[src/include/tdc_settings.svh]
// --------------------------------------------------
// TDC settings
// identifier, version, FIFO size, bus decode, word
// field positions and configuration bit positions
// --------------------------------------------------
`ifndef TDC_SETTINGS_SVH
`define TDC_SETTINGS_SVH

`define TDC_DATA_IDENTIFIER 4'b0100
`define TDC_VERSION 8'd2
`define TDC_FIFO_DEPTH 16
`define TDC_FIFO_AW 4
`define TDC_ABUSWIDTH 16
`define TDC_BASEADDR 16'h0000

// output word fields
`define TDC_ID_MSB 31
`define TDC_ID_LSB 28
`define TDC_KIND_MSB 27
`define TDC_KIND_LSB 26
`define TDC_EVENT_MSB 25
`define TDC_EVENT_LSB 16
`define TDC_VALUE_MSB 15
`define TDC_VALUE_LSB 0

// configuration byte bits
`define TDC_CFG_EN 0
`define TDC_CFG_ARM 1
`define TDC_CFG_DIST 2
`define TDC_CFG_TS 3
`define TDC_CFG_INV_SIG 4
`define TDC_CFG_INV_TRIG 5
`define TDC_CFG_NO_TRIG_ERR 6

`endif

[src/hdl/tdc_pkg.sv]
// --------------------------------------------------
// TDC types
// measurement states, output word kinds and the
// register map offsets
// --------------------------------------------------
`default_nettype none

package tdc_pkg;

	typedef enum logic [2:0] {
		IDLE,
		MEASURE,
		EMIT_TS,
		EMIT_DIST,
		EMIT_WIDTH
	} tdc_state_e;

	// kind field of every output word
	typedef enum logic [1:0] {
		WORD_WIDTH = 2'd0,
		WORD_TRIG_DIST = 2'd1,
		WORD_TIMESTAMP = 2'd2,
		WORD_NO_TRIG = 2'd3
	} tdc_word_kind_e;

	// offsets from the base address
	typedef enum logic [3:0] {
		REG_RESET = 4'd0,
		REG_VERSION = 4'd1,
		REG_CONFIG = 4'd2,
		REG_ARM = 4'd3,
		REG_EVENT0 = 4'd4,
		REG_EVENT1 = 4'd5,
		REG_EVENT2 = 4'd6,
		REG_EVENT3 = 4'd7,
		REG_MISS = 4'd8,
		REG_LOST = 4'd9
	} tdc_reg_e;

endpackage

`default_nettype wire

[src/hdl/tdc_ctrl_fsm.sv]
// --------------------------------------------------
// TDC control FSM
// accepts or rejects pulses and steps through the
// optional timestamp and distance words
// --------------------------------------------------
`timescale 1ns/10ps
`default_nettype none

module tdc_ctrl_fsm (
	input wire BUS_CLK,
	input wire bus_clk_rst,
	input wire tdc_rst,
	input wire en_tdc,
	input wire en_arm_mode,
	input wire en_trig_distance,
	input wire en_write_timestamp,
	input wire en_no_trig_err,
	input wire arm_pulse,
	input wire sig_rise,
	input wire sig_fall,
	input wire trig_seen,
	output logic word_valid,
	output tdc_pkg::tdc_word_kind_e word_kind,
	output logic event_done,
	output logic miss_pulse
);

	tdc_pkg::tdc_state_e state;
	tdc_pkg::tdc_state_e next_state;
	logic armed;
	logic accept;
	logic emitting;

	// in arm mode only one pulse per arm gets through
	assign accept = en_tdc && (!en_arm_mode || armed);
	assign emitting = (state == tdc_pkg::EMIT_TS) || (state == tdc_pkg::EMIT_DIST) ||
		(state == tdc_pkg::EMIT_WIDTH);

	always_ff @(posedge BUS_CLK) begin
		if (bus_clk_rst || tdc_rst) begin
			state <= tdc_pkg::IDLE;
			armed <= 1'b0;
		end else begin
			state <= next_state;
			if (state == tdc_pkg::IDLE && sig_rise && accept && en_arm_mode) begin
				armed <= 1'b0;
			end else if (arm_pulse) begin
				armed <= 1'b1;
			end
		end
	end

	always_comb begin
		next_state = state;
		case (state)
			tdc_pkg::IDLE: begin
				if (sig_rise && accept) begin
					next_state = tdc_pkg::MEASURE;
				end
			end
			tdc_pkg::MEASURE: begin
				if (sig_fall) begin
					if (en_write_timestamp) begin
						next_state = tdc_pkg::EMIT_TS;
					end else if (en_trig_distance) begin
						next_state = tdc_pkg::EMIT_DIST;
					end else begin
						next_state = tdc_pkg::EMIT_WIDTH;
					end
				end
			end
			tdc_pkg::EMIT_TS: begin
				next_state = en_trig_distance ? tdc_pkg::EMIT_DIST : tdc_pkg::EMIT_WIDTH;
			end
			tdc_pkg::EMIT_DIST: next_state = tdc_pkg::EMIT_WIDTH;
			default: next_state = tdc_pkg::IDLE;
		endcase
	end

	// one word per emit state, the missing-trigger word may be suppressed
	always_comb begin
		word_kind = tdc_pkg::WORD_WIDTH;
		word_valid = emitting;
		case (state)
			tdc_pkg::EMIT_TS: word_kind = tdc_pkg::WORD_TIMESTAMP;
			tdc_pkg::EMIT_DIST: begin
				word_kind = trig_seen ? tdc_pkg::WORD_TRIG_DIST : tdc_pkg::WORD_NO_TRIG;
				word_valid = trig_seen || !en_no_trig_err;
			end
			default: word_kind = tdc_pkg::WORD_WIDTH;
		endcase
	end

	assign event_done = (state == tdc_pkg::EMIT_WIDTH);
	assign miss_pulse = sig_rise && en_tdc &&
		((state == tdc_pkg::IDLE && en_arm_mode && !armed) || emitting);

endmodule

`default_nettype wire

[src/hdl/tdc_fifo.sv]
// --------------------------------------------------
// TDC output FIFO
// show-ahead synchronous FIFO, drops words when full
// and counts them
// --------------------------------------------------
`timescale 1ns/10ps
`default_nettype none
`include "tdc_settings.svh"

module tdc_fifo (
	input wire BUS_CLK,
	input wire bus_clk_rst,
	input wire tdc_rst,
	input wire fifo_write,
	input wire [31:0] fifo_wdata,
	input wire fifo_read,
	output logic [31:0] fifo_data,
	output logic fifo_empty,
	output logic [7:0] lost_cnt
);

	logic [31:0] mem [`TDC_FIFO_DEPTH];
	logic [`TDC_FIFO_AW-1:0] wr_ptr;
	logic [`TDC_FIFO_AW-1:0] rd_ptr;
	logic [`TDC_FIFO_AW:0] count;
	logic full;
	logic do_write;
	logic do_read;

	assign full = (count == `TDC_FIFO_DEPTH);
	assign fifo_empty = (count == '0);
	assign do_write = fifo_write && !full;
	assign do_read = fifo_read && !fifo_empty;
	// head word is visible without a read
	assign fifo_data = mem[rd_ptr];

	always_ff @(posedge BUS_CLK) begin
		if (do_write) begin
			mem[wr_ptr] <= fifo_wdata;
		end
	end

	always_ff @(posedge BUS_CLK) begin
		if (bus_clk_rst || tdc_rst) begin
			wr_ptr <= '0;
			rd_ptr <= '0;
			count <= '0;
			lost_cnt <= 8'd0;
		end else begin
			if (do_write) begin
				wr_ptr <= wr_ptr + 1'b1;
			end
			if (do_read) begin
				rd_ptr <= rd_ptr + 1'b1;
			end
			if (do_write && !do_read) begin
				count <= count + 1'b1;
			end else if (do_read && !do_write) begin
				count <= count - 1'b1;
			end
			if (fifo_write && full && lost_cnt != 8'hFF) begin
				lost_cnt <= lost_cnt + 8'd1;
			end
		end
	end

endmodule

`default_nettype wire

[src/hdl/tdc_input_timer.sv]
// --------------------------------------------------
// TDC input timer
// synchronizes signal and trigger, finds edges and
// counts pulse width and trigger distance
// --------------------------------------------------
`timescale 1ns/10ps
`default_nettype none

module tdc_input_timer (
	input wire BUS_CLK,
	input wire bus_clk_rst,
	input wire tdc_rst,
	input wire tdc_in,
	input wire trig_in,
	input wire inv_sig,
	input wire inv_trig,
	input wire [15:0] timestamp,
	output logic sig_rise,
	output logic sig_fall,
	output logic [15:0] width_cnt,
	output logic [15:0] trig_dist,
	output logic trig_seen,
	output logic [15:0] ts_capture
);

	logic rst_all;
	logic [1:0] sig_sync;
	logic [1:0] trig_sync;
	logic sig_prev;
	logic trig_prev;
	logic trig_rise;
	logic trig_pend;
	logic [15:0] dist_cnt;

	assign rst_all = bus_clk_rst | tdc_rst;

	// inversion sits in front of the synchronizers
	always_ff @(posedge BUS_CLK) begin
		if (rst_all) begin
			sig_sync <= 2'b00;
			trig_sync <= 2'b00;
			sig_prev <= 1'b0;
			trig_prev <= 1'b0;
			width_cnt <= 16'd0;
			dist_cnt <= 16'd0;
			trig_pend <= 1'b0;
			trig_seen <= 1'b0;
		end else begin
			sig_sync <= {sig_sync[0], tdc_in ^ inv_sig};
			trig_sync <= {trig_sync[0], trig_in ^ inv_trig};
			sig_prev <= sig_sync[1];
			trig_prev <= trig_sync[1];
			// width counts every high cycle from the rise on
			if (sig_rise) begin
				width_cnt <= 16'd1;
			end else if (sig_sync[1] && width_cnt != 16'hFFFF) begin
				width_cnt <= width_cnt + 16'd1;
			end
			if (trig_rise) begin
				dist_cnt <= 16'd1;
			end else if (dist_cnt != 16'hFFFF) begin
				dist_cnt <= dist_cnt + 16'd1;
			end
			// a trigger is pending until the next signal rise takes it
			if (trig_rise) begin
				trig_pend <= 1'b1;
			end else if (sig_rise) begin
				trig_pend <= 1'b0;
			end
			if (sig_rise) begin
				trig_seen <= trig_pend | trig_rise;
			end
		end
	end

	// held values for the word builder
	always_ff @(posedge BUS_CLK) begin
		if (sig_rise) begin
			trig_dist <= trig_rise ? 16'd0 : dist_cnt;
			ts_capture <= timestamp;
		end
	end

	assign sig_rise = sig_sync[1] & ~sig_prev;
	assign sig_fall = ~sig_sync[1] & sig_prev;
	assign trig_rise = trig_sync[1] & ~trig_prev;

endmodule

`default_nettype wire

[src/hdl/tdc_sw_interface.sv]
// --------------------------------------------------
// TDC register file
// byte-wide register decode with configuration,
// arm and soft reset strobes and counter readback
// --------------------------------------------------
`timescale 1ns/10ps
`default_nettype none
`include "tdc_settings.svh"

module tdc_sw_interface (
	input wire BUS_CLK,
	input wire bus_clk_rst,
	input wire [`TDC_ABUSWIDTH-1:0] bus_add,
	input wire [7:0] bus_wdata,
	input wire bus_wr,
	input wire bus_rd,
	input wire ext_en,
	input wire ext_arm,
	input wire [31:0] event_count,
	input wire [7:0] miss_cnt,
	input wire [7:0] lost_cnt,
	output logic [7:0] bus_rdata,
	output logic en_tdc,
	output logic en_arm_mode,
	output logic en_trig_distance,
	output logic en_write_timestamp,
	output logic en_no_trig_err,
	output logic inv_sig,
	output logic inv_trig,
	output logic arm_pulse,
	output logic tdc_rst
);

	logic [`TDC_ABUSWIDTH-1:0] rel_add;
	logic in_range;
	logic wr_hit;
	tdc_pkg::tdc_reg_e reg_sel;
	logic [7:0] config_reg;
	logic [7:0] rd_mux;

	// decode relative to the base, only the low nibble selects
	assign rel_add = bus_add - `TDC_BASEADDR;
	assign in_range = (rel_add[`TDC_ABUSWIDTH-1:4] == '0);
	assign reg_sel = tdc_pkg::tdc_reg_e'(rel_add[3:0]);
	assign wr_hit = bus_wr && in_range;

	// --------------------------------------------------
	// writes and strobes
	// --------------------------------------------------
	always_ff @(posedge BUS_CLK) begin
		if (bus_clk_rst) begin
			config_reg <= 8'd0;
			arm_pulse <= 1'b0;
			tdc_rst <= 1'b0;
		end else begin
			arm_pulse <= ext_arm || (wr_hit && reg_sel == tdc_pkg::REG_ARM);
			tdc_rst <= wr_hit && reg_sel == tdc_pkg::REG_RESET;
			if (wr_hit && reg_sel == tdc_pkg::REG_CONFIG) begin
				config_reg <= bus_wdata;
			end
		end
	end

	// external enable can run the block without a config write
	assign en_tdc = config_reg[`TDC_CFG_EN] | ext_en;
	assign en_arm_mode = config_reg[`TDC_CFG_ARM];
	assign en_trig_distance = config_reg[`TDC_CFG_DIST];
	assign en_write_timestamp = config_reg[`TDC_CFG_TS];
	assign inv_sig = config_reg[`TDC_CFG_INV_SIG];
	assign inv_trig = config_reg[`TDC_CFG_INV_TRIG];
	assign en_no_trig_err = config_reg[`TDC_CFG_NO_TRIG_ERR];

	// --------------------------------------------------
	// readback
	// --------------------------------------------------
	always_comb begin
		rd_mux = 8'd0;
		if (in_range) begin
			case (reg_sel)
				tdc_pkg::REG_VERSION: rd_mux = `TDC_VERSION;
				tdc_pkg::REG_CONFIG: rd_mux = config_reg;
				tdc_pkg::REG_EVENT0: rd_mux = event_count[7:0];
				tdc_pkg::REG_EVENT1: rd_mux = event_count[15:8];
				tdc_pkg::REG_EVENT2: rd_mux = event_count[23:16];
				tdc_pkg::REG_EVENT3: rd_mux = event_count[31:24];
				tdc_pkg::REG_MISS: rd_mux = miss_cnt;
				tdc_pkg::REG_LOST: rd_mux = lost_cnt;
				default: rd_mux = 8'd0;
			endcase
		end
	end

	// data is valid the cycle after bus_rd
	always_ff @(posedge BUS_CLK) begin
		if (bus_clk_rst) begin
			bus_rdata <= 8'd0;
		end else if (bus_rd) begin
			bus_rdata <= rd_mux;
		end
	end

endmodule

`default_nettype wire

[src/hdl/tdc_word_builder.sv]
// --------------------------------------------------
// TDC word builder
// packs tagged 32-bit words and keeps the event and
// miss counters
// --------------------------------------------------
`timescale 1ns/10ps
`default_nettype none
`include "tdc_settings.svh"

module tdc_word_builder (
	input wire BUS_CLK,
	input wire bus_clk_rst,
	input wire tdc_rst,
	input wire word_valid,
	input wire tdc_pkg::tdc_word_kind_e word_kind,
	input wire event_done,
	input wire miss_pulse,
	input wire [15:0] width_cnt,
	input wire [15:0] trig_dist,
	input wire [15:0] ts_capture,
	output logic fifo_write,
	output logic [31:0] fifo_wdata,
	output logic [31:0] event_count,
	output logic [7:0] miss_cnt
);

	logic [15:0] value;

	always_comb begin
		case (word_kind)
			tdc_pkg::WORD_WIDTH: value = width_cnt;
			tdc_pkg::WORD_TRIG_DIST: value = trig_dist;
			tdc_pkg::WORD_TIMESTAMP: value = ts_capture;
			default: value = 16'd0;
		endcase
	end

	always_comb begin
		fifo_wdata = 32'd0;
		fifo_wdata[`TDC_ID_MSB:`TDC_ID_LSB] = `TDC_DATA_IDENTIFIER;
		fifo_wdata[`TDC_KIND_MSB:`TDC_KIND_LSB] = word_kind;
		// the event counter only moves on after the width word
		fifo_wdata[`TDC_EVENT_MSB:`TDC_EVENT_LSB] = event_count[9:0];
		fifo_wdata[`TDC_VALUE_MSB:`TDC_VALUE_LSB] = value;
	end

	assign fifo_write = word_valid;

	// --------------------------------------------------
	// counters
	// --------------------------------------------------
	always_ff @(posedge BUS_CLK) begin
		if (bus_clk_rst || tdc_rst) begin
			event_count <= 32'd0;
			miss_cnt <= 8'd0;
		end else begin
			if (event_done) begin
				event_count <= event_count + 32'd1;
			end
			if (miss_pulse && miss_cnt != 8'hFF) begin
				miss_cnt <= miss_cnt + 8'd1;
			end
		end
	end

endmodule

`default_nettype wire

[src/hdl/tdl_tdc.sv]
// --------------------------------------------------
// TDC top level
// register file, input timer, control FSM, word
// builder and output FIFO on one clock
// --------------------------------------------------
`timescale 1ns/10ps
`default_nettype none
`include "tdc_settings.svh"

module tdl_tdc (
	input wire BUS_CLK,
	input wire bus_clk_rst,
	input wire [`TDC_ABUSWIDTH-1:0] bus_add,
	input wire [7:0] bus_wdata,
	output wire [7:0] bus_rdata,
	input wire bus_wr,
	input wire bus_rd,
	input wire tdc_in,
	input wire trig_in,
	input wire [15:0] timestamp,
	input wire ext_arm,
	input wire ext_en,
	input wire fifo_read,
	output wire fifo_empty,
	output wire [31:0] fifo_data
);

	// configuration levels and strobes
	wire en_tdc;
	wire en_arm_mode;
	wire en_trig_distance;
	wire en_write_timestamp;
	wire en_no_trig_err;
	wire inv_sig;
	wire inv_trig;
	wire arm_pulse;
	wire tdc_rst;

	// timer results
	wire sig_rise;
	wire sig_fall;
	wire [15:0] width_cnt;
	wire [15:0] trig_dist;
	wire trig_seen;
	wire [15:0] ts_capture;

	// word path and counters
	wire word_valid;
	tdc_pkg::tdc_word_kind_e word_kind;
	wire event_done;
	wire miss_pulse;
	wire fifo_write;
	wire [31:0] fifo_wdata;
	wire [31:0] event_count;
	wire [7:0] miss_cnt;
	wire [7:0] lost_cnt;

	tdc_sw_interface i_tdc_sw_interface (
		.BUS_CLK(BUS_CLK),
		.bus_clk_rst(bus_clk_rst),
		.bus_add(bus_add),
		.bus_wdata(bus_wdata),
		.bus_wr(bus_wr),
		.bus_rd(bus_rd),
		.ext_en(ext_en),
		.ext_arm(ext_arm),
		.event_count(event_count),
		.miss_cnt(miss_cnt),
		.lost_cnt(lost_cnt),
		.bus_rdata(bus_rdata),
		.en_tdc(en_tdc),
		.en_arm_mode(en_arm_mode),
		.en_trig_distance(en_trig_distance),
		.en_write_timestamp(en_write_timestamp),
		.en_no_trig_err(en_no_trig_err),
		.inv_sig(inv_sig),
		.inv_trig(inv_trig),
		.arm_pulse(arm_pulse),
		.tdc_rst(tdc_rst)
	);

	tdc_input_timer i_tdc_input_timer (
		.BUS_CLK(BUS_CLK),
		.bus_clk_rst(bus_clk_rst),
		.tdc_rst(tdc_rst),
		.tdc_in(tdc_in),
		.trig_in(trig_in),
		.inv_sig(inv_sig),
		.inv_trig(inv_trig),
		.timestamp(timestamp),
		.sig_rise(sig_rise),
		.sig_fall(sig_fall),
		.width_cnt(width_cnt),
		.trig_dist(trig_dist),
		.trig_seen(trig_seen),
		.ts_capture(ts_capture)
	);

	tdc_ctrl_fsm i_tdc_ctrl_fsm (
		.BUS_CLK(BUS_CLK),
		.bus_clk_rst(bus_clk_rst),
		.tdc_rst(tdc_rst),
		.en_tdc(en_tdc),
		.en_arm_mode(en_arm_mode),
		.en_trig_distance(en_trig_distance),
		.en_write_timestamp(en_write_timestamp),
		.en_no_trig_err(en_no_trig_err),
		.arm_pulse(arm_pulse),
		.sig_rise(sig_rise),
		.sig_fall(sig_fall),
		.trig_seen(trig_seen),
		.word_valid(word_valid),
		.word_kind(word_kind),
		.event_done(event_done),
		.miss_pulse(miss_pulse)
	);

	tdc_word_builder i_tdc_word_builder (
		.BUS_CLK(BUS_CLK),
		.bus_clk_rst(bus_clk_rst),
		.tdc_rst(tdc_rst),
		.word_valid(word_valid),
		.word_kind(word_kind),
		.event_done(event_done),
		.miss_pulse(miss_pulse),
		.width_cnt(width_cnt),
		.trig_dist(trig_dist),
		.ts_capture(ts_capture),
		.fifo_write(fifo_write),
		.fifo_wdata(fifo_wdata),
		.event_count(event_count),
		.miss_cnt(miss_cnt)
	);

	tdc_fifo i_tdc_fifo (
		.BUS_CLK(BUS_CLK),
		.bus_clk_rst(bus_clk_rst),
		.tdc_rst(tdc_rst),
		.fifo_write(fifo_write),
		.fifo_wdata(fifo_wdata),
		.fifo_read(fifo_read),
		.fifo_data(fifo_data),
		.fifo_empty(fifo_empty),
		.lost_cnt(lost_cnt)
	);

endmodule

`default_nettype wire

[config.mk]
export PLATFORM = sky130hd
export DESIGN_NAME = tdl_tdc
export DESIGN_NICKNAME = d
export VERILOG_FILES = /design/src/hdl/tdc_pkg.sv /design/src/hdl/tdc_ctrl_fsm.sv /design/src/hdl/tdc_fifo.sv /design/src/hdl/tdc_input_timer.sv /design/src/hdl/tdc_sw_interface.sv /design/src/hdl/tdc_word_builder.sv /design/src/hdl/tdl_tdc.sv
export VERILOG_INCLUDE_DIRS = /design/src /design/src/include
export SDC_FILE = /design/constraint.sdc
export NUM_CORES = 1
export LEC_CHECK = 0
export BUFFER_PORTS_ARGS = -buffer_cell sky130_fd_sc_hd__buf_4
export CORE_MARGIN = 3
export CORE_UTILIZATION = 52
export CTS_CLUSTER_SIZE = 12
export DETAILED_ROUTE_END_ITERATION = 6
export PLACE_DENSITY = 0.69
export SETUP_SLACK_MARGIN = 0.3
export SYNTH_ARGS = -nofsm -noshare
export SYNTH_HDL_FRONTEND = slang
export SYNTH_HIERARCHICAL = 1
export SYNTH_SLANG_ARGS = --single-unit
[constraint.sdc]
create_clock -name BUS_CLK -period 4.7 [get_ports BUS_CLK]
set_clock_uncertainty 0.05 [all_clocks]
set_input_delay 0.47 -clock BUS_CLK [delete_from_list [all_inputs] [get_ports BUS_CLK]]
set_output_delay 0.47 -clock BUS_CLK [all_outputs]
set_load 0.01 [all_outputs]
==> results of run 1 <==
==> stage by stage <==
| stage | area, sq um | hold slack, ps | instances | power, mW | util (%) |
|---|---|---|---|---|---|
| 6_report | 31100 | 31.9 | 2537 | 13.0 | 60.1 |
| 5_1_grt | 31100 | 10.5 | 2537 | 13.5 | 60.1 |
| 4_1_cts | 31100 | 2.99 | 2537 | 13.2 | 60.1 |
| 3_5_place_dp | 28900 | 365 | 2414 | 8.15 | 55.9 |
| 3_3_place_gp | 28900 | 360 | 2414 | 8.14 | 55.9 |
| 2_1_floorplan | 27400 | 356 | 1707 | 7.66 | - |
==> worst paths after layout <==
path / end / depth (start not counted) / start / slack (ps)
max: fifo_data[12] / 5 / flip-flop / 1170
min: i_tdc_input_timer/ts_capture[1]$_DFFE_PP_ / 1 / timestamp[1] / 30
max reg2reg: i_tdc_fifo/mem[6][11]$_DFFE_PP_ / 6 / i_tdc_ctrl_fsm/state[0]$_SDFFE_PP0P_ / 1230
min reg2reg: i_tdc_input_timer/trig_sync[1]$_SDFF_PP0_ / 1 / i_tdc_input_timer/trig_sync[0]$_SDFF_PP0_ / 380
==> synth_stat cells, types with 14 or more instances <==
| cell | instances | share of area [%] |
|---|---|---|
| and2_1 | 26 | 0.59 |
| o21ai_0 | 50 | 0.91 |
| edfxtp_1 | 544 | 60 |
| nor2_1 | 75 | 1.0 |
| inv_1 | 20 | 0.27 |
| or3_1 | 29 | 0.66 |
| nand2b_1 | 15 | 0.34 |
| nand3_1 | 46 | 0.84 |
| clkbuf_1 | 48 | 0.66 |
| buf_2 | 27 | 0.49 |
| nand4_1 | 25 | 0.57 |
| xor2_1 | 15 | 0.48 |
| a22oi_1 | 68 | 1.9 |
| buf_4 | 22 | 0.60 |
| xnor2_1 | 14 | 0.45 |
| nor3_1 | 16 | 0.29 |
| and3_1 | 14 | 0.32 |
| mux2i_1 | 31 | 1.1 |
| dfxtp_1 | 127 | 9.3 |
| nand2_1 | 96 | 1.3 |
| or4_1 | 15 | 0.41 |
| o31ai_1 | 15 | 0.41 |
| mux4_2 | 128 | 11 |
| nor4_1 | 14 | 0.32 |
| a21oi_1 | 59 | 1.1 |
| ha_1 | 14 | 0.64 |
==> cell families (layout without fill, tap and decap cells) <==
group / Yosys count / count (layout)
buffers and inverters: 123 / 273
xor gates and xnor gates: 29 / 29
DFF: 671 / 671
adders and majority gates: 15 / 15
AOI/OAI and AO/OA: 273 / 273
muxes: 160 / 160
and+or+nand+nor: 432 / 432
other: 2 / 4
==> critical path: stages (launching register included) <==
cell and delay (ps):
dfxtp_4 880, buf_4 380, mux4_2 540, a22oi_1 310, nand2_1 100, buf_4 160
==> final cells by class <==
| cell class | count | area (sq um) |
|---|---|---|
| clock buffer | 96 | 1900 |
| clock inverter | 13 | 144 |
| fill | 3832 | 20600 |
| inverter | 21 | 78.8 |
| multi-input combinational | 913 | 8070 |
| sequential | 671 | 18900 |
| tap | 680 | 851 |
| timing repair buffer | 143 | 1160 |
==> repair_timing <==
item / CTS / global route
endpoints found under the hold margin: 14 / 0
hold buffers: 14 / 0
endpoints found under the setup margin: 0 / 0
==> metal layers <==
metal	track usage [%]	vias to the layer above	share of wire, %
met3	3.43	71	5.9
li1	-	7013	-
met5	0	-	0
met4	5.53	0	1.7
met1	29.3	7871	43
met2	34.9	523	50
==> power by group through the flow <==
stage          Sequential (mW)  Combinational (mW)  Clock (mW)
4_1_cts                   6.50                1.54        5.14
3_3_place_gp              6.62                1.52           0
6_report                  6.49                1.51        5.02
2_1_floorplan             6.54                1.12           0
3_5_place_dp              6.62                1.53           0
5_1_grt                   6.50                1.64        5.36
==> layout by cell type (no fill, tap or decap), drive strengths merged, types with 9 or more instances in the layout <==
cell	netlist	final
nor2	76	76
inv	21	21
o21ai	56	56
dfxtp	127	127
buf	54	129
nand2b	15	15
a21oi	59	59
mux2i	31	31
nand3b	10	10
a22oi	68	68
or4	16	16
nand2	96	96
nor2b	12	12
nand4	26	26
nor4	18	18
mux4	128	128
nand3	47	47
dlygate4sd3	0	14
and4	9	9
ha	14	14
clkinv	0	11
clkbuf	48	96
and2	26	26
xor2	15	15
o31ai	15	15
xnor2	14	14
and3	14	14
or3	30	30
edfxtp	544	544
nor3	16	16
==> run_results.csv, run 1 <==
group,metric,value,unit
global_route,grt_pass1_wl,91100,um
floorplan,die_h,236,um
critical_path,endpoint_kind,"output pin",
final_layout,final_nets,1883,
hold_path,hold_class,"input port to flip-flop",
floorplan,pin_count,90,
sta,relSlewSlack,15.8,%
final_layout,diodes,0,
sta,grt_setup_unrepaired,"false",
detailed_routing,wirelength,58000,um
detailed_routing,vias,15500,
yosys,syn-cell-area,0.0274,sq mm
clocking,clockBufferDepth,3,
yosys,synth-warning-count,6,
detailed_routing,drtPass1Iterations,5,
detailed_routing,ant_nets,0,
yosys,synthArstFlopShare,0,%
critical_path,start_kind,"flip-flop",
yosys,yosys.cell_types.count,84,
status,status,"complete, no violations",
power_and_ir_drop,p_leak,9.64,nW
clocking,clk_pin_slew,60,ps
power_and_ir_drop,vdd_drop_max,0.000265,V
global_route,grt_pass1_vias,15900,
final_layout,syn2layout_area_growth,13.4,%
sta,setup_ws,1170,ps
final_layout,largest_reg_flops,512,
global_route,grt_max_degree,129,
critical_path,arrival,3010,ps
yosys,syn_area_per_cell,16.1,sq um
clocking,cts_setup_buffers,0,
global_route,grt_overflow_total,0,
sta,timing.final.crit_share,75.1,%
placed_design,post-place-ws,1240,ps
sta,hold_violations,0,
detailed_routing,drc,0,
final_layout,drive_above_1_share,21.4,%
sta,tightest_slew,1250,ps
critical_path,critPathRequiredTime,4180,ps
power_and_ir_drop,p_int,10.1,mW
placed_design,gp_congestion,0.849,
clocking,cts-resized-gates,0,
power_and_ir_drop,clkPwrFrac,38.5,%
yosys,yosys_register_bits,671,
sta,fin_crit,3530,ps
floorplan,die_area,0.0555,sq mm
clocking,clk_latency,590,ps
yosys,synth_cells,1705,
power_and_ir_drop,power_frac_comb,11.6,%
sta,timing.fmax,0.283,GHz
placed_design,dpl.hpwl,35700,um
yosys,synth_fa_ha_area_share,0.712,%
sta,slew_viol_final,0,
final_layout,regMostFlops,"i_tdc_fifo/mem",
floorplan,rows,83,
clocking,tritoncts,"built",
yosys,synth_top_flop_cell,"edfxtp_1",
critical_path,worst-path-max-fanout,36,
global_route,grt_usage,21.0,%
floorplan,die_x,236,um
yosys,seq_area_frac_synth,68.9,%
yosys,synth_mux_area_share,11.7,%
yosys,synth_compound_area_share,6.82,%
power_and_ir_drop,switching_power,2.90,mW
detailed_routing,viasPerCell,6.10,
detailed_routing,wl_per_cell,22.9,um
detailed_routing,drtIter0Drc,1307,
critical_path,path_class,"flip-flop to output pin",
yosys,synth_enable_flop_cells,544,
placed_design,io_buffers,89,
clocking,htreeDepth,3,
floorplan,coreArea,0.0517,sq mm
power_and_ir_drop,pwr-share-seq,49.9,%
final_layout,reg.largest.list,"i_tdc_fifo/mem x512, i_tdc_word_builder/event_count x32",
power_and_ir_drop,switching_share,22.3,%
clocking,clock_sinks,671,
floorplan,start_util,53.0,%
clocking,numCtsBuffers,69,
power_and_ir_drop,powerDensity,419,mW/mm^2
sta,tns,0,ps
yosys,synth-simple-area-share,8.72,%
job,drv_cap,0,
yosys,synth_xor_area_share,0.926,%
global_route,antenna_found_initial,0,
yosys,synth_top_family_by_area,"multiplexers",
sta,setup_viol,0,
clocking,cts.root.buffer_cell,"clkbuf_16",
(Power assumes the default switching activity.)
==> run 2, diff against run 1 <==
ABC_AREA = 1   (was default)
PLACE_DENSITY = 0.68   (was 0.69)
clock period = 3.31 ns   (was 4.7 ns; I/O delays follow)
==> run 2 against run 1 <==
Effect of this change:
- register-to-register slack worse by 660 ps
- synthesized cell count is 84% higher
- clock power is 47% higher
- via count is 42% higher
- largest cell class unchanged
- flip-flop and latch count stayed put
- die area is 8.6% higher
- total power is 67% higher
- global-route usage is 3.3 points higher
==> run_results.csv, run 2 <==
group,metric,value,unit
status,status,"complete, no violations",
clocking,numCtsBuffers,71,
global_route,top_usage_layer,"met2",
yosys,syn-cell-area,0.0298,sq mm
critical_path,path_buf_inv,2,
final_layout,final_common_cell,"nand2_1",
sta,tns,0,ps
placed_design,io_buffers,89,
global_route,grt_pass1_vias,21100,
placed_design,dpl.hpwl,44800,um
critical_path,path_class,"flip-flop to output pin",
floorplan,die_x,246,um
detailed_routing,viasPerCell,5.40,
yosys,syn_area_per_cell,9.49,sq um
floorplan,coreArea,0.0566,sq mm
yosys,synthArstFlopShare,0,%
detailed_routing,drtPass1Iterations,6,
clocking,clock_sinks,671,
critical_path,endpoint_kind,"output pin",
floorplan,pin_count,90,
yosys,synth_common_cells,"nand2_1, edfxtp_1, nand3_1",
critical_path,critPathSlowestCell,"dfxtp_4",
yosys,synth_largest_area_cell,"edfxtp_1",
job,drv_cap,0,
clocking,clockBufferDepth,3,
yosys,synth_area_leaders,"edfxtp_1, nand2_1, dfxtp_1",
global_route,met2_usage,39.1,%
placed_design,placed_area,0.0314,sq mm
final_layout,reg.largest.list,"i_tdc_fifo/mem x512, i_tdc_word_builder/event_count x32",
detailed_routing,ant_nets,0,
detailed_routing,wirelength,73800,um
detailed_routing,drtIter0Drc,2202,
clocking,clk_pin_slew,50,ps
final_layout,final_cell_area,0.0339,sq mm
final_layout,most-common-layout-cells,"nand2_1, edfxtp_1, nand3_1",
global_route,grt_use_met1,34.4,%
sta,setup_viol,0,
global_route,antenna_found_initial,0,
floorplan,rows,87,
critical_path,critPathRequiredTime,2930,ps
global_route,grt_pass1_wl,116000,um
final_layout,regArea,0.0189,sq mm
sta,fin_crit,2840,ps
detailed_routing,vias,22000,
yosys,seq_area_frac_synth,63.3,%
power_and_ir_drop,powerDensity,639,mW/mm^2
yosys,synth-warning-count,6,
final_layout,drive_above_1_share,10.5,%
placed_design,gp_congestion,0.870,
final_layout,final_nets,3327,
sta,grt_setup_unrepaired,"true",
final_layout,multi_input_comb_area,0.00931,sq mm
yosys,synth_enable_flop_cells,544,
sta,timing.final.crit_share,85.9,%
final_layout,diodes,0,
yosys,yosysTopAreaCellShare,54.8,%
final_layout,postLayoutCoreUtil,59.9,%
power_and_ir_drop,vdd_drop_max,0.000649,V
detailed_routing,drc,0,
global_route,grt_usage,24.3,%
critical_path,arrival,2460,ps
sta,timing.fmax,0.352,GHz
critical_path,slowest_delay,480,ps
yosys,yosys.cell_types.count,46,
critical_path,crit_family,"simple AND/OR/NAND/NOR gates",
clocking,cts.root.buffer_cell,"clkbuf_16",
final_layout,regMostFlops,"i_tdc_fifo/mem",
final_layout,fillers,4690,
yosys,synth_top_flop_cell,"edfxtp_1",
final_layout,largest_reg_flops,512,
global_route,grt_overflow_total,0,
clocking,tritoncts,"built",
clocking,cts_setup_buffers,0,
hold_path,hold_class,"input port to flip-flop",
critical_path,cp_cell_sequence,"buf_16, nor2_1, nor2_1, o21ai_0, nand3_1, nand3_1, nand2_1, buf_4",
global_route,use_met3,3.77,%
sta,hold_violations,0,
floorplan,die_h,246,um
sta,setup_ws,467,ps
critical_path,start_kind,"flip-flop",
clocking,clk_latency,590,ps
critical_path,worst-path-max-fanout,120,
global_route,grt_max_degree,148,
sta,hold_ws,89.0,ps
floorplan,start_util,52.7,%
yosys,yosys.cell_count.top_type,"nand2_1",
sta,relSlewSlack,22.5,%
floorplan,die_area,0.0603,sq mm
yosys,yosys_register_bits,671,
placed_design,post-place-ws,532,ps
clocking,htreeDepth,3,
yosys,synth_cells,3145,
sta,tightest_slew,1160,ps
power_and_ir_drop,p_leak,13.4,nW
detailed_routing,wl_per_cell,18.2,um
sta,slew_viol_final,0,
final_layout,syn2layout_area_growth,13.7,%
## run 2: worst min-delay path, cell delays in order
cell and delay [ps]:
buf_4 80, inv_1 110, nand2_1 90, a21oi_1 50
## run 2: metrics by stage
step / total power, mW / std cells
CTS: 21.7 / 4064
global route: 22.8 / 4065
global placement: 14.3 / 3914
finish: 21.7 / 4065
floorplan: 12.8 / 3147
detailed placement: 14.3 / 3914
## run 2: final timing paths
| kind | from | endpoint | slack, ps | cells past startpoint |
|---|---|---|---|---|
| setup / recovery | flip-flop | fifo_data[17] | 470 | 8 |
| hold reg to reg | i_tdc_input_timer/trig_sync[0]$_SDFF_PP0_ | i_tdc_input_timer/trig_sync[1]$_SDFF_PP0_ | 360 | 2 |
| setup reg to reg | i_tdc_ctrl_fsm/state[0]$_SDFFE_PP0P_ | i_tdc_fifo/count[4]$_SDFFE_PP0P_ | 570 | 16 |
| hold / removal | bus_rd | i_tdc_sw_interface/bus_rdata[4]$_SDFFE_PP0P_ | 90 | 4 |
## run 2: kinds of logic (layout without fill, tap and decap cells)
group                    count (synthesis)  count (layout)  synth area share (%)
AO/OA/AOI/OAI                          174             174                  3.34
flip-flops                             671             671                  63.3
XOR/XNOR                                16              16                 0.470
other                                    2               4                0.0252
AND/OR/NAND/NOR                       1882            1882                  26.2
buffers and inverters                  385             547                  5.99
adder cells (fa/ha/maj)                 15              15                 0.654
## run 2: where the power goes
part / total (mW) / internal (mW) / switching [mW]
registers: 9.24 / 9.13 / 0.118
logic: 5.06 / 1.67 / 3.39
clock network: 7.37 / 4.24 / 3.14
## run 2: metal layers
layer  routed length (um)  part of all wire [%]  up-vias
met4                 1530                   2.1        0
li1                     -                     -    10600
met1                32300                    44    10400
met3                 5630                   7.6      121
met2                34300                    46      833
met5                    0                     0        -
## run 2: timing repair
action,CTS,global route
hold buffers,31,0
endpoints found under the setup margin,0,7
resized for setup,0,6
endpoints found under the hold margin,36,0
## run 2: cell type report
| class | instances | share of cell area, % |
|---|---|---|
| Inverter | 235 | 2.64 |
| Clock buffer | 99 | 5.84 |
| Sequential cell | 671 | 55.7 |
| Tap cell | 756 | 2.79 |
| Timing Repair Buffer | 193 | 5.19 |
| Clock inverter | 20 | 0.413 |
| Multi-Input combinational cell | 2091 | 27.5 |
==> run 3, diff against run 2 <==
clock period = 2.74 ns   (was 3.31 ns; I/O delays follow)
==> run 3 against run 2 <==
Effect of this change:
- first-iteration DRC count fell by 20%
- design area rose by 2.9%
- register-to-register slack got worse by 190 ps
- cell count rose by 1.2%
- clock-buffer cell count fell by 1
- non-clock buffer count rose by 38
- die area did not move
==> run_results.csv, run 3 (synthesized netlist as in run 2, its figures left out) <==
group,metric,value,unit
critical_path,critPathRequiredTime,2420,ps
final_layout,drive_above_1_share,12.3,%
clocking,numCtsBuffers,72,
hold_path,hold_class,"input port to flip-flop",
placed_design,dpl.hpwl,43100,um
clocking,cts.root.buffer_cell,"clkbuf_16",
detailed_routing,vias,22300,
sta,grt_setup_unrepaired,"true",
global_route,grt_usage,25.3,%
sta,relSlewSlack,46.3,%
job,drv_cap,0,
clocking,htreeDepth,3,
detailed_routing,drtPass1Iterations,5,
sta,timing.final.crit_share,89.9,%
critical_path,rr_worst_depth,16,
clocking,clk_latency,620,ps
sta,timing.fmax,0.406,GHz
clocking,clock_sinks,671,
sta,tns,0,ps
floorplan,coreArea,0.0566,sq mm
final_layout,largest_reg_flops,512,
placed_design,gp_congestion,0.863,
final_layout,reg.largest.list,"i_tdc_fifo/mem x512, i_tdc_word_builder/event_count x32",
floorplan,start_util,52.7,%
floorplan,rows,87,
detailed_routing,viasPerCell,5.42,
clocking,clockBufferDepth,3,
power_and_ir_drop,fin_total_pwr,27.6,mW
hold_path,whs_path_depth,4,
global_route,antenna_found_initial,0,
final_layout,most-common-layout-cells,"nand2_1, edfxtp_1, nand3_1",
detailed_routing,wirelength,76600,um
power_and_ir_drop,p_leak,13.9,nW
critical_path,arrival,2140,ps
floorplan,die_h,246,um
final_layout,final_nets,3369,
clocking,tritoncts,"built",
final_layout,syn2layout_area_growth,17.0,%
sta,slew_viol_final,0,
final_layout,regMostFlops,"i_tdc_fifo/mem",
detailed_routing,wl_per_cell,18.6,um
power_and_ir_drop,powerDensity,790,mW/mm^2
status,status,"complete, no violations",
detailed_routing,drc,0,
sta,setup_viol,0,
power_and_ir_drop,vdd_drop_max,0.000515,V
final_layout,final_common_cell,"nand2_1",
global_route,grt_max_degree,76,
critical_path,endpoint_kind,"output pin",
critical_path,worst-path-max-fanout,17,
detailed_routing,ant_nets,0,
global_route,grt_overflow_total,0,
floorplan,pin_count,90,
placed_design,io_buffers,89,
sta,fin_crit,2460,ps
critical_path,path_class,"flip-flop to output pin",
final_layout,fillers,4588,
final_layout,regArea,0.0189,sq mm
floorplan,die_area,0.0603,sq mm
critical_path,start_kind,"flip-flop",
global_route,grt_pass1_vias,21200,
sta,tightest_slew,803,ps
sta,hold_violations,0,
final_layout,diodes,0,
global_route,grt_pass1_wl,119000,um
clocking,clk_pin_slew,50,ps
detailed_routing,drtIter0Drc,1759,
floorplan,die_x,246,um
final_layout,multi_input_comb_area,0.00938,sq mm
run 3: cell count changes in the layout (fill, tap and decap cells not counted), sizes merged:
cell / before / now
inv: 232 / 235
clkbuf: 100 / 103
buf: 161 / 191
bufinv: 1 / 2
clkinv: 21 / 27
bufbuf: 0 / 2
dlygate4sd3: 31 / 33
run 3: final timing paths:
path	start	end	slack, ps
max	flip-flop	fifo_data[13]	280
min	fifo_read	flip-flop	40
max reg2reg	i_tdc_ctrl_fsm/state[0]$_SDFFE_PP0P_	i_tdc_fifo/count[4]$_SDFFE_PP0P_	380
min reg2reg	i_tdc_input_timer/trig_sync[0]$_SDFF_PP0_	i_tdc_input_timer/trig_sync[1]$_SDFF_PP0_	360
run 3: routing by layer:
metal	up-vias	global-route usage, %	share of wire [%]
met2	896	40.7	47
met1	10600	35.4	43
met4	0	8.39	2.7
met5	-	0	0
met3	142	3.71	7.4
li1	10700	-	-
run 3: final cells by class:
| cell class | instances | share of cell area, % |
|---|---|---|
| flip-flops and latches | 671 | 54.1 |
| multi-input cells | 2091 | 26.9 |
| repair buffers | 231 | 7.32 |
| clock buffers | 98 | 5.66 |
| well taps | 756 | 2.71 |
| inverters | 235 | 2.59 |
| clock inverters | 27 | 0.635 |
| repair inverters | 3 | 0.0896 |
run 3: what timing repair did:
item / in CTS / in global routing
pin swaps: 9 / 7
gates cloned: 13 / 5
buffers inserted: 9 / 4
hold buffers: 33 / 0
resized for setup: 40 / 23
setup endpoints to repair: 207 / 334
hold endpoints to repair: 36 / 0
run 3: critical path: stages (launching register included):
cell and delay, ps:
dfxtp_4 360, buf_12 160, inv_16 110, bufbuf_16 310, nand2_1 60, nand2_1 60, nand2_1 50, nand3_1 110
nand3_1 100, nand2_1 100, buf_4 130
run 3: per-stage QoR:
step | instances | utilization [%] | hold WS (ps) | area [sq um] | worst slack, ps
after CTS | 4103 | 61.3 | 22.7 | 34700 | 270
after detailed placement | 3923 | 55.8 | 358 | 31600 | 165
final | 4112 | 61.7 | 43.7 | 34900 | 277
after floorplan | 3147 | - | 323 | 29900 | 173
after global routing | 4112 | 61.7 | 88.0 | 34900 | 194
after global placement | 3923 | 55.8 | 350 | 31600 | 192
run 3: where the power goes:
group / internal, mW / switching [mW] / leakage [nW]
Clock: 5.25 / 3.93 / 1.07
Sequential: 11.0 / 0.114 / 5.93
Combinational: 2.80 / 4.45 / 6.87
Total: 19.1 / 8.50 / 13.9
